## src/cpuConfigPkg.sv

```systemverilog
package cpuConfigPkg;

    //////////////////////////////////////////////////
    // Datapath sizing
    //////////////////////////////////////////////////

    // Register and memory word width
    localparam int dataWidth = 32;

    // Register index width, 32 registers
    localparam int regAddrWidth = 5;

    // Default word counts for both memories
    localparam int imemDepthDefault = 64;
    localparam int dmemDepthDefault = 64;

    //////////////////////////////////////////////////
    // Common types
    //////////////////////////////////////////////////

    typedef logic [dataWidth-1:0] wordT;
    typedef logic [regAddrWidth-1:0] regIdxT;

endpackage

```

## src/isaPkg.sv

```systemverilog
package isaPkg;

    //////////////////////////////////////////////////
    // Instruction encodings
    //////////////////////////////////////////////////

    // Primary opcode field, bits 31..26
    typedef enum logic [5:0] {
        opRtype = 6'h00,
        opJ     = 6'h02,
        opBeq   = 6'h04,
        opAddi  = 6'h08,
        opLw    = 6'h23,
        opSw    = 6'h2B
    } opcodeE;

    // R-type function field, bits 5..0
    typedef enum logic [5:0] {
        fnAdd = 6'h20,
        fnSub = 6'h22,
        fnAnd = 6'h24,
        fnOr  = 6'h25,
        fnSlt = 6'h2A
    } functE;

    // ALU operations, add is the zero code so a bubble adds
    typedef enum logic [2:0] {
        aluAdd = 3'd0,
        aluSub = 3'd1,
        aluAnd = 3'd2,
        aluOr  = 3'd3,
        aluSlt = 3'd4
    } aluOpE;

    //////////////////////////////////////////////////
    // Control bundle carried down the pipe
    //////////////////////////////////////////////////

    typedef struct packed {
        logic  regWrite;
        logic  memRead;
        logic  memWrite;
        logic  aluSrcImm;
        logic  regDstRd;
        aluOpE aluOp;
    } ctrlT;

    // sll $0,$0,0 encoding, used as the flush filler
    localparam logic [31:0] nopWord = 32'h0000_0000;

endpackage

```

## src/pipeInterfaces.sv

```systemverilog
`timescale 1ns/1ps

// Decode to execute register contents
interface idExIf;
    import cpuConfigPkg::*;
    import isaPkg::*;

    logic   valid;
    ctrlT   ctrl;
    wordT   rsVal;
    wordT   rtVal;
    wordT   imm;
    regIdxT rs;
    regIdxT rt;
    regIdxT rd;

    modport producer (output valid, ctrl, rsVal, rtVal, imm, rs, rt, rd);
    modport consumer (input valid, ctrl, rsVal, rtVal, imm, rs, rt, rd);
endinterface

// Result of a later stage, for forwarding and hazard checks
interface fwdIf;
    import cpuConfigPkg::*;

    logic   regWrite;
    logic   memRead;
    regIdxT dest;
    wordT   value;

    modport source (output regWrite, memRead, dest, value);
    modport sink (input regWrite, memRead, dest, value);
endinterface

// Execute to memory register contents
interface exMemIf;
    import cpuConfigPkg::*;
    import isaPkg::*;

    logic   valid;
    ctrlT   ctrl;
    wordT   aluResult;
    wordT   storeData;
    regIdxT dest;

    modport producer (output valid, ctrl, aluResult, storeData, dest);
    modport consumer (input valid, ctrl, aluResult, storeData, dest);
endinterface

```

## src/executeUnit.sv

```systemverilog
`timescale 1ns/1ps

module executeUnit (
    input  logic     Clk,
    input  logic     reset,
    idExIf.consumer  idEx,
    fwdIf.source     exMemFwd,
    fwdIf.sink       memWbFwd,
    exMemIf.producer exMem
);
    import cpuConfigPkg::*;
    import isaPkg::*;

    wordT   opA;
    wordT   fwdB;
    wordT   opB;
    wordT   aluResult;
    regIdxT dest;

    //////////////////////////////////////////////////
    // Forwarding
    //////////////////////////////////////////////////

    // Nearest producer wins; a load in memory has no data yet
    function automatic wordT pickOperand(input regIdxT src, input wordT regVal);
        if (exMemFwd.regWrite && !exMemFwd.memRead && exMemFwd.dest != '0
            && exMemFwd.dest == src) begin
            return exMemFwd.value;
        end else if (memWbFwd.regWrite && memWbFwd.dest != '0
                     && memWbFwd.dest == src) begin
            return memWbFwd.value;
        end
        return regVal;
    endfunction

    always_comb begin
        opA  = pickOperand(idEx.rs, idEx.rsVal);
        fwdB = pickOperand(idEx.rt, idEx.rtVal);
    end

    //////////////////////////////////////////////////
    // ALU
    //////////////////////////////////////////////////

    // Immediate for addi, lw and sw
    assign opB = idEx.ctrl.aluSrcImm ? idEx.imm : fwdB;

    always_comb begin
        case (idEx.ctrl.aluOp)
            aluAdd:  aluResult = opA + opB;
            aluSub:  aluResult = opA - opB;
            aluAnd:  aluResult = opA & opB;
            aluOr:   aluResult = opA | opB;
            aluSlt:  aluResult = ($signed(opA) < $signed(opB)) ? wordT'(1) : '0;
            default: aluResult = '0;
        endcase
    end

    // rd for R-type, rt for immediates
    assign dest = idEx.ctrl.regDstRd ? idEx.rd : idEx.rt;

    //////////////////////////////////////////////////
    // Execute/memory register
    //////////////////////////////////////////////////

    always_ff @(posedge Clk) begin
        if (reset) begin
            exMem.valid <= 1'b0;
            exMem.ctrl  <= '0;
        end else begin
            exMem.valid <= idEx.valid;
            exMem.ctrl  <= idEx.ctrl;
        end
    end

    // Store data is the forwarded rt, not the stale register read
    always_ff @(posedge Clk) begin
        exMem.aluResult <= aluResult;
        exMem.storeData <= fwdB;
        exMem.dest      <= dest;
    end

    // Memory-stage view for forwarding and branch hazards
    assign exMemFwd.regWrite = exMem.valid && exMem.ctrl.regWrite;
    assign exMemFwd.memRead  = exMem.ctrl.memRead;
    assign exMemFwd.dest     = exMem.dest;
    assign exMemFwd.value    = exMem.aluResult;

endmodule

```

## src/flat_wrapper.sv

```systemverilog
// flat-port wrapper written by rule: the top's interface ports become plain ports
module executeUnit_flat import cpuConfigPkg::*; import isaPkg::*;
  (Clk, reset, idEx_valid, idEx_ctrl, idEx_rsVal, idEx_rtVal, idEx_imm, idEx_rs, idEx_rt, idEx_rd, exMemFwd_regWrite, exMemFwd_memRead, exMemFwd_dest, exMemFwd_value, memWbFwd_regWrite, memWbFwd_memRead, memWbFwd_dest, memWbFwd_value, exMem_valid, exMem_ctrl, exMem_aluResult, exMem_storeData, exMem_dest);
  idExIf idEx_i ();
  fwdIf exMemFwd_i ();
  fwdIf memWbFwd_i ();
  exMemIf exMem_i ();
  input  logic Clk;
  input  logic reset;
  input wire logic [$bits(idEx_i.valid)-1:0] idEx_valid;
  input wire logic [$bits(idEx_i.ctrl)-1:0] idEx_ctrl;
  input wire logic [$bits(idEx_i.rsVal)-1:0] idEx_rsVal;
  input wire logic [$bits(idEx_i.rtVal)-1:0] idEx_rtVal;
  input wire logic [$bits(idEx_i.imm)-1:0] idEx_imm;
  input wire logic [$bits(idEx_i.rs)-1:0] idEx_rs;
  input wire logic [$bits(idEx_i.rt)-1:0] idEx_rt;
  input wire logic [$bits(idEx_i.rd)-1:0] idEx_rd;
  output wire logic [$bits(exMemFwd_i.regWrite)-1:0] exMemFwd_regWrite;
  output wire logic [$bits(exMemFwd_i.memRead)-1:0] exMemFwd_memRead;
  output wire logic [$bits(exMemFwd_i.dest)-1:0] exMemFwd_dest;
  output wire logic [$bits(exMemFwd_i.value)-1:0] exMemFwd_value;
  input wire logic [$bits(memWbFwd_i.regWrite)-1:0] memWbFwd_regWrite;
  input wire logic [$bits(memWbFwd_i.memRead)-1:0] memWbFwd_memRead;
  input wire logic [$bits(memWbFwd_i.dest)-1:0] memWbFwd_dest;
  input wire logic [$bits(memWbFwd_i.value)-1:0] memWbFwd_value;
  output wire logic [$bits(exMem_i.valid)-1:0] exMem_valid;
  output wire logic [$bits(exMem_i.ctrl)-1:0] exMem_ctrl;
  output wire logic [$bits(exMem_i.aluResult)-1:0] exMem_aluResult;
  output wire logic [$bits(exMem_i.storeData)-1:0] exMem_storeData;
  output wire logic [$bits(exMem_i.dest)-1:0] exMem_dest;
  assign idEx_i.valid = idEx_valid;
  assign idEx_i.ctrl = idEx_ctrl;
  assign idEx_i.rsVal = idEx_rsVal;
  assign idEx_i.rtVal = idEx_rtVal;
  assign idEx_i.imm = idEx_imm;
  assign idEx_i.rs = idEx_rs;
  assign idEx_i.rt = idEx_rt;
  assign idEx_i.rd = idEx_rd;
  assign exMemFwd_regWrite = exMemFwd_i.regWrite;
  assign exMemFwd_memRead = exMemFwd_i.memRead;
  assign exMemFwd_dest = exMemFwd_i.dest;
  assign exMemFwd_value = exMemFwd_i.value;
  assign memWbFwd_i.regWrite = memWbFwd_regWrite;
  assign memWbFwd_i.memRead = memWbFwd_memRead;
  assign memWbFwd_i.dest = memWbFwd_dest;
  assign memWbFwd_i.value = memWbFwd_value;
  assign exMem_valid = exMem_i.valid;
  assign exMem_ctrl = exMem_i.ctrl;
  assign exMem_aluResult = exMem_i.aluResult;
  assign exMem_storeData = exMem_i.storeData;
  assign exMem_dest = exMem_i.dest;
  executeUnit u_core (.Clk(Clk), .reset(reset), .idEx(idEx_i), .exMemFwd(exMemFwd_i), .memWbFwd(memWbFwd_i), .exMem(exMem_i));
endmodule
```

## config.mk

```make
export PLATFORM = sky130hd
export DESIGN_NAME = executeUnit_flat
export DESIGN_NICKNAME = d
export VERILOG_FILES = /design/src/cpuConfigPkg.sv /design/src/isaPkg.sv /design/src/pipeInterfaces.sv /design/src/executeUnit.sv /design/src/flat_wrapper.sv
export SDC_FILE = /design/constraint.sdc
export NUM_CORES = 1
export LEC_CHECK = 0
export BUFFER_PORTS_ARGS = -buffer_cell sky130_fd_sc_hd__buf_2
export CORE_MARGIN = 2
export CORE_UTILIZATION = 39
export DETAILED_ROUTE_END_ITERATION = 8
export SYNTH_ARGS = -nofsm -noshare
export SYNTH_HDL_FRONTEND = slang
export SYNTH_SLANG_ARGS = --single-unit
```

## constraint.sdc

```tcl
create_clock -name Clk -period 9.1 [get_ports Clk]
set_input_delay 0.455 -clock Clk [delete_from_list [all_inputs] [get_ports Clk]]
set_output_delay 0.455 -clock Clk [all_outputs]
set_load 0.005 [all_outputs]
```

======== Word-level counts from Yosys, hierarchy flattened ========
Cells that the tools add are included.
operators by class
  bitwise operators ....................... 2
  add/sub/neg operators ................... 2
  multipliers ............................. 0
  magnitude comparators ................... 1
  equal/unequal tests ..................... 8
  mux-type cells .......................... 14
  reductions and logical operators ........ 12
  div/mod/pow operators ................... 0
  shift-type cells ........................ 0
operator list
  cell                                            number
  two-way mux 32 bit                              7
  one-hot mux 32 bit (5 select lines)             1
  adder 32 bit                                    1
  AND 32 bit                                      1
  < comparator 32 bit                             1
  bitwise OR 32 bit                               1
  subtractor 32 bit                               1
  == test 5 bit                                   4
  nonzero test 5 bit                              2
  logical AND 1 bit                               8
  == test 3 x 2 -> 1 bit (second input constant)  2
  two-way mux 1 bit                               5
  two-way mux 5 bit                               1
  == test 3 x 1 -> 1 bit (second input constant)  1
  == test 3 bit (second input constant)           1
  zero test 3 bit                                 1
  zero test 1 bit                                 1
word-level totals
  latch bits .............................. 0
  memory bits (writable) .................. 0
  register bits after elaboration ......... 78
  word-level logic and storage cells ...... 49
  input bits .............................. 161
  memories ................................ 0
  bits in read-only memories .............. 0

======== Logic depth before layout (Yosys ltp) ========
Gate-level depths: netlist of run 1.
  word-level depth ........................ 10
  gate-level depth with buffers ........... 20
  depth with buffers taken out ............ 19

======== Worst setup path before layout of run 1 ========
Ideal clock, no wire load.
  path kind ............................... input -> register
  start point ............................. input memWbFwd_dest[4]
  end point ............................... register u_core.exMem.aluResult[29]
  arrival time ............................ 4.753 ns
  data required time ...................... 8.986 ns
  stages on the path ...................... 18
  buffers on the path ..................... 2
  setup slack ............................. 4.233 ns
  setup time .............................. 0.114 ns
  cell sequence ........................... xnor2_1 > nand3_1 > nor4_1 > buf_2 > mux2i_1 > a21oi_1 > mux2_2 > ha_1 > buf_6 > or4_4 > nor3_2 > o211ai_1 > a2111oi_2 > o32ai_1 > o311a_1 > o31ai_2 > o221ai_1 > a21o_1
on the way
  word-level cells in the longest chain between the ends .. 9
  elaborated cells on any way between the ends .. 18
ends and longest elaborated chain
  what                                                      line                                  text
  start, declared                                           flat_wrapper.sv:24                    input wire logic [$bits(memWbFwd_i.dest)-1:0] memWbFwd_dest;
  nonzero test 5 bit                                        executeUnit.sv:29                     end else if (memWbFwd.regWrite && memWbFwd.dest != '0
  logical AND 1 bit                                         executeUnit.sv:29
  logical AND 1 bit *                                       executeUnit.sv:30                     && memWbFwd.dest == src) begin
  two-way mux 1 bit *                                       executeUnit.sv:29
  two-way mux 1 bit *                                       executeUnit.sv:26                     if (exMemFwd.regWrite && !exMemFwd.memRead && exMemFwd.dest != '0
  two-way mux 32 bit *                                      executeUnit.sv:33                     return regVal;
  net u_core.fwdB[11]                                       executeUnit.sv:15                     wordT fwdB;
  two-way mux 32 bit *                                      executeUnit.sv:46                     assign opB = idEx.ctrl.aluSrcImm ? idEx.imm : fwdB;
  subtractor 32 bit / adder 32 bit (equally long branches)  executeUnit.sv:51, executeUnit.sv:50
  one-hot mux 32 bit (5 select lines) *                     executeUnit.sv:49                     case (idEx.ctrl.aluOp)
  net u_core.aluResult[29]                                  executeUnit.sv:17                     wordT aluResult;
  end, declared                                             pipeInterfaces.sv:45                  modport producer (output valid, ctrl, aluResult, storeData, dest);
The timed path passes the listed nets; every way through them passes the cells marked *.
A chain may end at the register's enable or synchronous reset.

======== Final worst setup path of run 1 ========
  start point ............................. register u_core.exMem.dest[4]
  end point ............................... register u_core.exMem.aluResult[22]
on the way
  word-level cells in the longest chain between the ends .. 8
  elaborated cells on any way between the ends .. 18
ends and longest elaborated chain
  what                                                            line                                  text
  start, declared                                                 pipeInterfaces.sv:45
  nonzero test 5 bit                                              executeUnit.sv:26
  logical AND 1 bit                                               executeUnit.sv:26
  logical AND 1 bit *                                             executeUnit.sv:27                     && exMemFwd.dest == src) begin
  two-way mux 32 bit / two-way mux 1 bit (equally long branches)  executeUnit.sv:26
  two-way mux 32 bit *                                            executeUnit.sv:33
  net u_core.fwdB[0]                                              executeUnit.sv:15
  two-way mux 32 bit *                                            executeUnit.sv:46
  subtractor 32 bit / adder 32 bit (equally long branches)        executeUnit.sv:51, executeUnit.sv:50
  one-hot mux 32 bit (5 select lines) *                           executeUnit.sv:49
  net u_core.aluResult[22]                                        executeUnit.sv:17
Marks and branches as above.

==> results of run 1 <==
[synthesized netlist by cell type (10+ instances only)]
cell type | number | area (um^2)
ha_1 | 110 | 1380
mux2_2 | 34 | 383
nand2b_1 | 10 | 62.6
buf_4 | 38 | 285
xor2_1 | 12 | 105
xnor2_1 | 30 | 263
nand3_1 | 18 | 90.1
nand2_1 | 52 | 195
o221ai_1 | 27 | 236
inv_1 | 102 | 383
a21oi_1 | 124 | 621
clkbuf_1 | 49 | 184
a21o_1 | 14 | 105
o21ai_0 | 45 | 225
dfxtp_1 | 78 | 1560
nor2_1 | 117 | 439
mux2i_1 | 72 | 721
nor2b_1 | 17 | 106
nor3_1 | 17 | 85.1
[sequential cells by signal, summed over array words and instances (netlist names)]
register,flops
u_core.exMem.aluResult,32
u_core.exMem.ctrl,7
u_core.exMemFwd.memRead,1
u_core.exMem.dest,5
u_core.exMem.valid,1
u_core.exMem.storeData,32
[metal layers]
metal  vias to the layer above  global-route usage [%]  share of wire (%)
li1                       4357                       -                  -
met1                      4173                    33.5                 46
met2                       320                    40.5                 46
met3                        35                    3.40                5.7
met4                         0                    7.94                2.0
met5                         -                       0                  0
[power groups by stage]
stage	combinational (mW)	clock [mW]	sequential (mW)
after floorplan	0.395	0	0.414
after global placement	0.567	0	0.417
after detailed placement	0.569	0	0.417
after CTS	0.572	0.363	0.410
after global routing	0.640	0.374	0.415
final	0.579	0.351	0.409
[metrics by stage]
stage,hold slack [ns],worst slack [ns],cell area (um^2)
after global placement,0.515,3.04,9990
after floorplan,0.517,4.23,8700
final,0.309,3.00,10300
after CTS,0.301,3.02,10300
after global routing,0.317,2.45,10300
after detailed placement,0.522,3.05,9990
[cell usage in the layout (no fill, tap or decap), types with 27 or more instances in the layout]
cell | Yosys | routed
mux2_2 | 34 | 34
xnor2_1 | 30 | 30
o221ai_1 | 27 | 27
nand2_1 | 52 | 52
o21ai_0 | 45 | 45
nor2_1 | 117 | 117
buf_2 | 6 | 276
mux2i_1 | 72 | 72
inv_1 | 102 | 102
dfxtp_1 | 78 | 78
ha_1 | 110 | 110
a21oi_1 | 124 | 124
[area by class of cell]
class	count	area (um^2)	area share, %
multi-input cells	849	6250	60.9
flip-flops and latches	78	1560	15.2
repair buffers	284	1440	14.0
inverters	103	387	3.77
well taps	280	350	3.41
clock buffers	10	229	2.23
clock inverters	6	38.8	0.378
diodes	2	5.00	0.0488
[worst paths after layout]
check / start / end / slack (ns) / cells after the start
hold reg to reg: u_core.exMem.aluResult[28]$_DFF_P_ / u_core.exMem.storeData[28]$_DFF_P_ / 0.53 / 2
setup reg to reg: u_core.exMem.dest[4]$_DFF_P_ / u_core.exMem.aluResult[22]$_DFF_P_ / 3.00 / 19
setup / recovery: u_core.exMem.dest[4]$_DFF_P_ / u_core.exMem.aluResult[22]$_DFF_P_ / 3.00 / 19
hold / removal: idEx_ctrl[5] / u_core.exMem.ctrl[5]$_SDFF_PP0_ / 0.31 / 2
[critical path, delay by kind of cell (launching register included)]
family / cells / cell delay, ns
XOR/XNOR: 1 / 0.16
adder cells (fa/ha/maj): 2 / 0.79
AO/OA/AOI/OAI: 9 / 2.38
AND/OR/NAND/NOR: 5 / 1.35
buffers and inverters: 1 / 0.50
flip-flops: 1 / 0.43
multiplexers: 1 / 0.32
[kinds of logic after synthesis]
kind of cell	Yosys count
AO/OA/AOI/OAI	311
XOR/XNOR	42
adder cells (fa/ha/maj)	112
buffers and inverters	201
flip-flops	78
multiplexers	106
AND/OR/NAND/NOR	278
==> results.cfg, run 1 <==
[logic_synthesis]
ys_ff_latch = 78
synthMuxAreaShare_pct = 12.7
synthCells = 1128
syn_area_um2 = 8700
synth_top_family_by_area = compound AO/OA/AOI/OAI gates
synth.avg_cell_area_um2 = 7.71
synth_xor_area_share_pct = 4.23
synth-edff-count = 0
synth_compound_area_share_pct = 23.3
synth_fp_nets = 1401
ys.flop_type = dfxtp_1
synth-simple-area-share_pct = 15.1
async_flop_share_pct = 0
yosys.area_share.adder_pct = 16.3
yosysSeqAreaShare_pct = 18.0
synth_cell_types = 68
synth_warnings = 0

[timing]
fmax_mhz = 164
skew_ns = 0.00661
rsz0062_at_grt = no
fin_crit_ns = 6.10
setup_viol = 0
fin_crit_sh_pct = 67.0
hold_viol = 0
setup-tns-final_ns = 0
worst_pin_slew_ns = 1.07
relSlewSlack_pct = 28.3
maxSlewViolCount = 0

[clock_tree]
cts_tree = done
htree_levels = 3
clk_latency_ns = 0.36
clockBufferDepth = 2
numClockSinks = 78
cts_hold_buf = 0
cts_buffers = 9
path_clk_slew_ns = 0.07
cts_setup_buffers = 0
cts-root-buf = clkbuf_16
ctsResizeCount = 0

[critical_path]
worstPathMaxFanout = 33
worstPathRequired_ns = 9.30
max_stage_delay_ns = 0.64
startpoint_type = flip-flop
end_kind = flip-flop
crit_arrival_ns = 6.30
critPathSlowestCell = nand3_2
worstPathCellList = or4_1, o211ai_1, nor4_1, nand3_2, buf_4, nor2_1, a21oi_1, mux2_2, ha_1, fa_1, a211oi_1, o21ai_0, a221oi_1, o21ai_0, a41oi_1, nor2_1, a31oi_1, xnor2_1, o221ai_1
critPathKind = flip-flop to flip-flop

[pwr]
pwr-share-clk_pct = 26.2
power_switching_mw = 0.531
p_seq_share_pct = 30.6
vdd_drop_max_v = 0.0000717
total_power_mw = 1.34
power_density_nw_per_um2 = 130
combinationalPowerShare_pct = 43.2
p_int_mw = 0.807
p_leak_nw = 4.94
p_sw_share_pct = 39.7

[routing]
vias = 8885
drcViolationCount = 0
antenna_left = 0
wirelength_um = 29800
drt_iter0_markers = 708
first_pass_iters = 5
wire_per_inst_um = 18.5
vias_per_cell = 5.51

[grt]
grt_pass1_vias = 8483
overflow = 0
antenna_found_initial = 2
gr-usage-all-layers_pct = 24.7
grt_pass1_wl_um = 46500
grt_max_degree = 36

[placed_design]
globalplace.congestion = 0.896
dp_hpwl_um = 22800
numPortBuffers = 276
dp.cells = 1594

[cells_and_area]
finalNetCount = 1598
fillers = 2220
fin_cells = 1612
utilization_pct = 47.0
area_growth_pct = 18.0
drive_gt1_share_pct = 26.4

[floorplanning]
core_area_um2 = 21800
num_rows = 54
start_util_pct = 39.8
ioPinCount = 278
die_width_um = 153
die-height_um = 153
dieArea_um2 = 23500

[hold_path]
min_path_type = primary input to flip-flop

[outcome]
outcome = finished, final reports clean

[run]
maxCapViolCount = 0
(Power assumes the default switching activity.)
==> run 2, diff against run 1 <==
--- a/config.mk
+++ b/config.mk
@@ -9,6 +9,7 @@
 export CORE_MARGIN = 2
 export CORE_UTILIZATION = 39
 export DETAILED_ROUTE_END_ITERATION = 8
+export PLACE_DENSITY = 0.66
 export SYNTH_ARGS = -nofsm -noshare
 export SYNTH_HDL_FRONTEND = slang
 export SYNTH_SLANG_ARGS = --single-unit
==> constraint.sdc (replaced) <==
create_clock -name Clk -period 5.3 [get_ports Clk]
set_input_delay 0.265 -clock Clk [delete_from_list [all_inputs] [get_ports Clk]]
set_output_delay 0.265 -clock Clk [all_outputs]
set_load 0.005 [all_outputs]
==> results.cfg, run 2 (synthesized netlist as in run 1, its figures left out) <==
[outcome]
outcome = finished, final reports clean

[timing]
skew_ns = 0.00777
fin_crit_sh_pct = 95.9
fmax_mhz = 197
hold_viol = 0
relSlewSlack_pct = 26.3
maxSlewViolCount = 0
holdWs_ns = 0.122
fin_crit_ns = 5.08
worst_pin_slew_ns = 1.10
rsz0062_at_grt = yes
setup_viol = 0

[clock_tree]
cts_hold_buf = 0
clk_latency_ns = 0.36
ctsResizeCount = 0
cts_setup_buffers = 0
htree_levels = 3
clockBufferDepth = 2
cts-root-buf = clkbuf_16
cts_buffers = 9
cts_tree = done
numClockSinks = 78
path_clk_slew_ns = 0.07

[floorplanning]
ioPinCount = 278
core_area_um2 = 21800
num_rows = 54
die_width_um = 153
dieArea_um2 = 23500
die-height_um = 153
start_util_pct = 39.8

[cells_and_area]
fillers = 2242
final_cell_mix = 276 x buf_2, 124 x a21oi_1, 117 x nor2_1
drive_gt1_share_pct = 28.5
finalNetCount = 1633
final_common_cell = buf_2
area_growth_pct = 22.3
reg.largest.list = u_core.exMem.aluResult: 32 flops, u_core.exMem.storeData: 32 flops, u_core.exMem.ctrl: 7 flops

[pwr]
power_density_nw_per_um2 = 229
p_sw_share_pct = 37.9
p_seq_share_pct = 28.8
p_leak_nw = 5.15
p_int_mw = 1.51
combinationalPowerShare_pct = 42.4
power_switching_mw = 0.925
pwr-share-clk_pct = 28.9
vdd_drop_max_v = 0.000158
total_power_mw = 2.44

[placed_design]
dp_hpwl_um = 23700
numPortBuffers = 276
globalplace.congestion = 0.920

[grt]
grt_pass1_vias = 8607
gr-usage-all-layers_pct = 25.1
grt_max_degree = 41
overflow = 0
antenna_found_initial = 1
grt_pass1_wl_um = 47400

[run]
maxCapViolCount = 0

[routing]
m1WireLength_um = 13900
drcViolationCount = 0
wl_met2_um = 14200
vias_per_cell = 5.45
drt_iter0_markers = 632
wire_per_inst_um = 18.3
wirelength_um = 30100
top_layer = met4
vias = 8970
wl_met3_um = 1570
first_pass_iters = 5
antenna_left = 0

[critical_path]
crit_arrival_ns = 5.34
worstPathRequired_ns = 5.55
startpoint_type = flip-flop
critPathKind = flip-flop to flip-flop
end_kind = flip-flop
worstPathMaxFanout = 9

[hold_path]
min_path_type = primary input to flip-flop
[run 2: stage by stage]
step / std cells / TNS, ns / area [um^2] / utilization (%) / setup WS [ns]
global route: 1646 / -0.183 / 10600 / 48.7 / -0.0594
detailed placement: 1629 / -0.0921 / 10300 / 47.2 / -0.0921
floorplan: 1128 / 0 / 8700 / - / 0.605
global placement: 1629 / 0 / 10300 / 47.2 / 0.00274
finish: 1646 / 0 / 10600 / 48.7 / 0.217
CTS: 1645 / 0 / 10600 / 48.6 / 0.165
[run 2: worst max-delay path: stages, from the launching register on]
cell,delay [ns]
dfxtp_1,0.44
or4_1,0.16
o211ai_1,0.13
nor4_1,0.37
nand3_2,0.29
buf_4,0.25
nor2_1,0.10
a21oi_1,0.07
mux2_2,0.30
ha_1,0.32
or4_4,0.58
nor3_2,0.12
o211ai_1,0.17
a2111oi_2,0.47
o32ai_1,0.22
o311a_1,0.38
o31ai_2,0.22
o221ai_1,0.17
a21o_1,0.21
[run 2: path summary, 6_finish.rpt]
check | cells past startpoint | slack, ns | end | from
hold reg to reg | 2 | 0.53 | u_core.exMem.storeData[2]$_DFF_P_ | u_core.exMem.aluResult[2]$_DFF_P_
setup reg to reg | 18 | 0.22 | u_core.exMem.aluResult[29]$_DFF_P_ | u_core.exMem.dest[4]$_DFF_P_
hold / removal | 2 | 0.12 | u_core.exMem.valid$_SDFF_PP0_ | idEx_valid
setup / recovery | 18 | 0.22 | u_core.exMem.aluResult[29]$_DFF_P_ | u_core.exMem.dest[4]$_DFF_P_
[run 2: power by group through the flow]
| stage | registers (mW) | logic, mW | clock network [mW] |
|---|---|---|---|
| floorplan | 0.711 | 0.678 | 0 |
| global placement | 0.713 | 1.01 | 0 |
| detailed placement | 0.714 | 1.01 | 0 |
| CTS | 0.702 | 1.02 | 0.710 |
| global route | 0.710 | 1.14 | 0.735 |
| finish | 0.701 | 1.03 | 0.703 |
[run 2: final cells by class]
class,count,area [um^2],area share [%]
Antenna cell,1,2.50,0.0235
Clock buffer,10,229,2.15
Clock inverter,6,86.3,0.812
Inverter,103,387,3.64
Multi-Input combinational cell,849,6270,59.0
Sequential cell,78,1560,14.7
Tap cell,280,350,3.29
Timing Repair Buffer,319,1750,16.4
[run 2: layer usage]
metal / track usage, % / vias up
met4: 5.51 / 0
met5: 0 / -
met2: 42.6 / 322
met3: 2.75 / 27
met1: 34.1 / 4204
li1: - / 4417
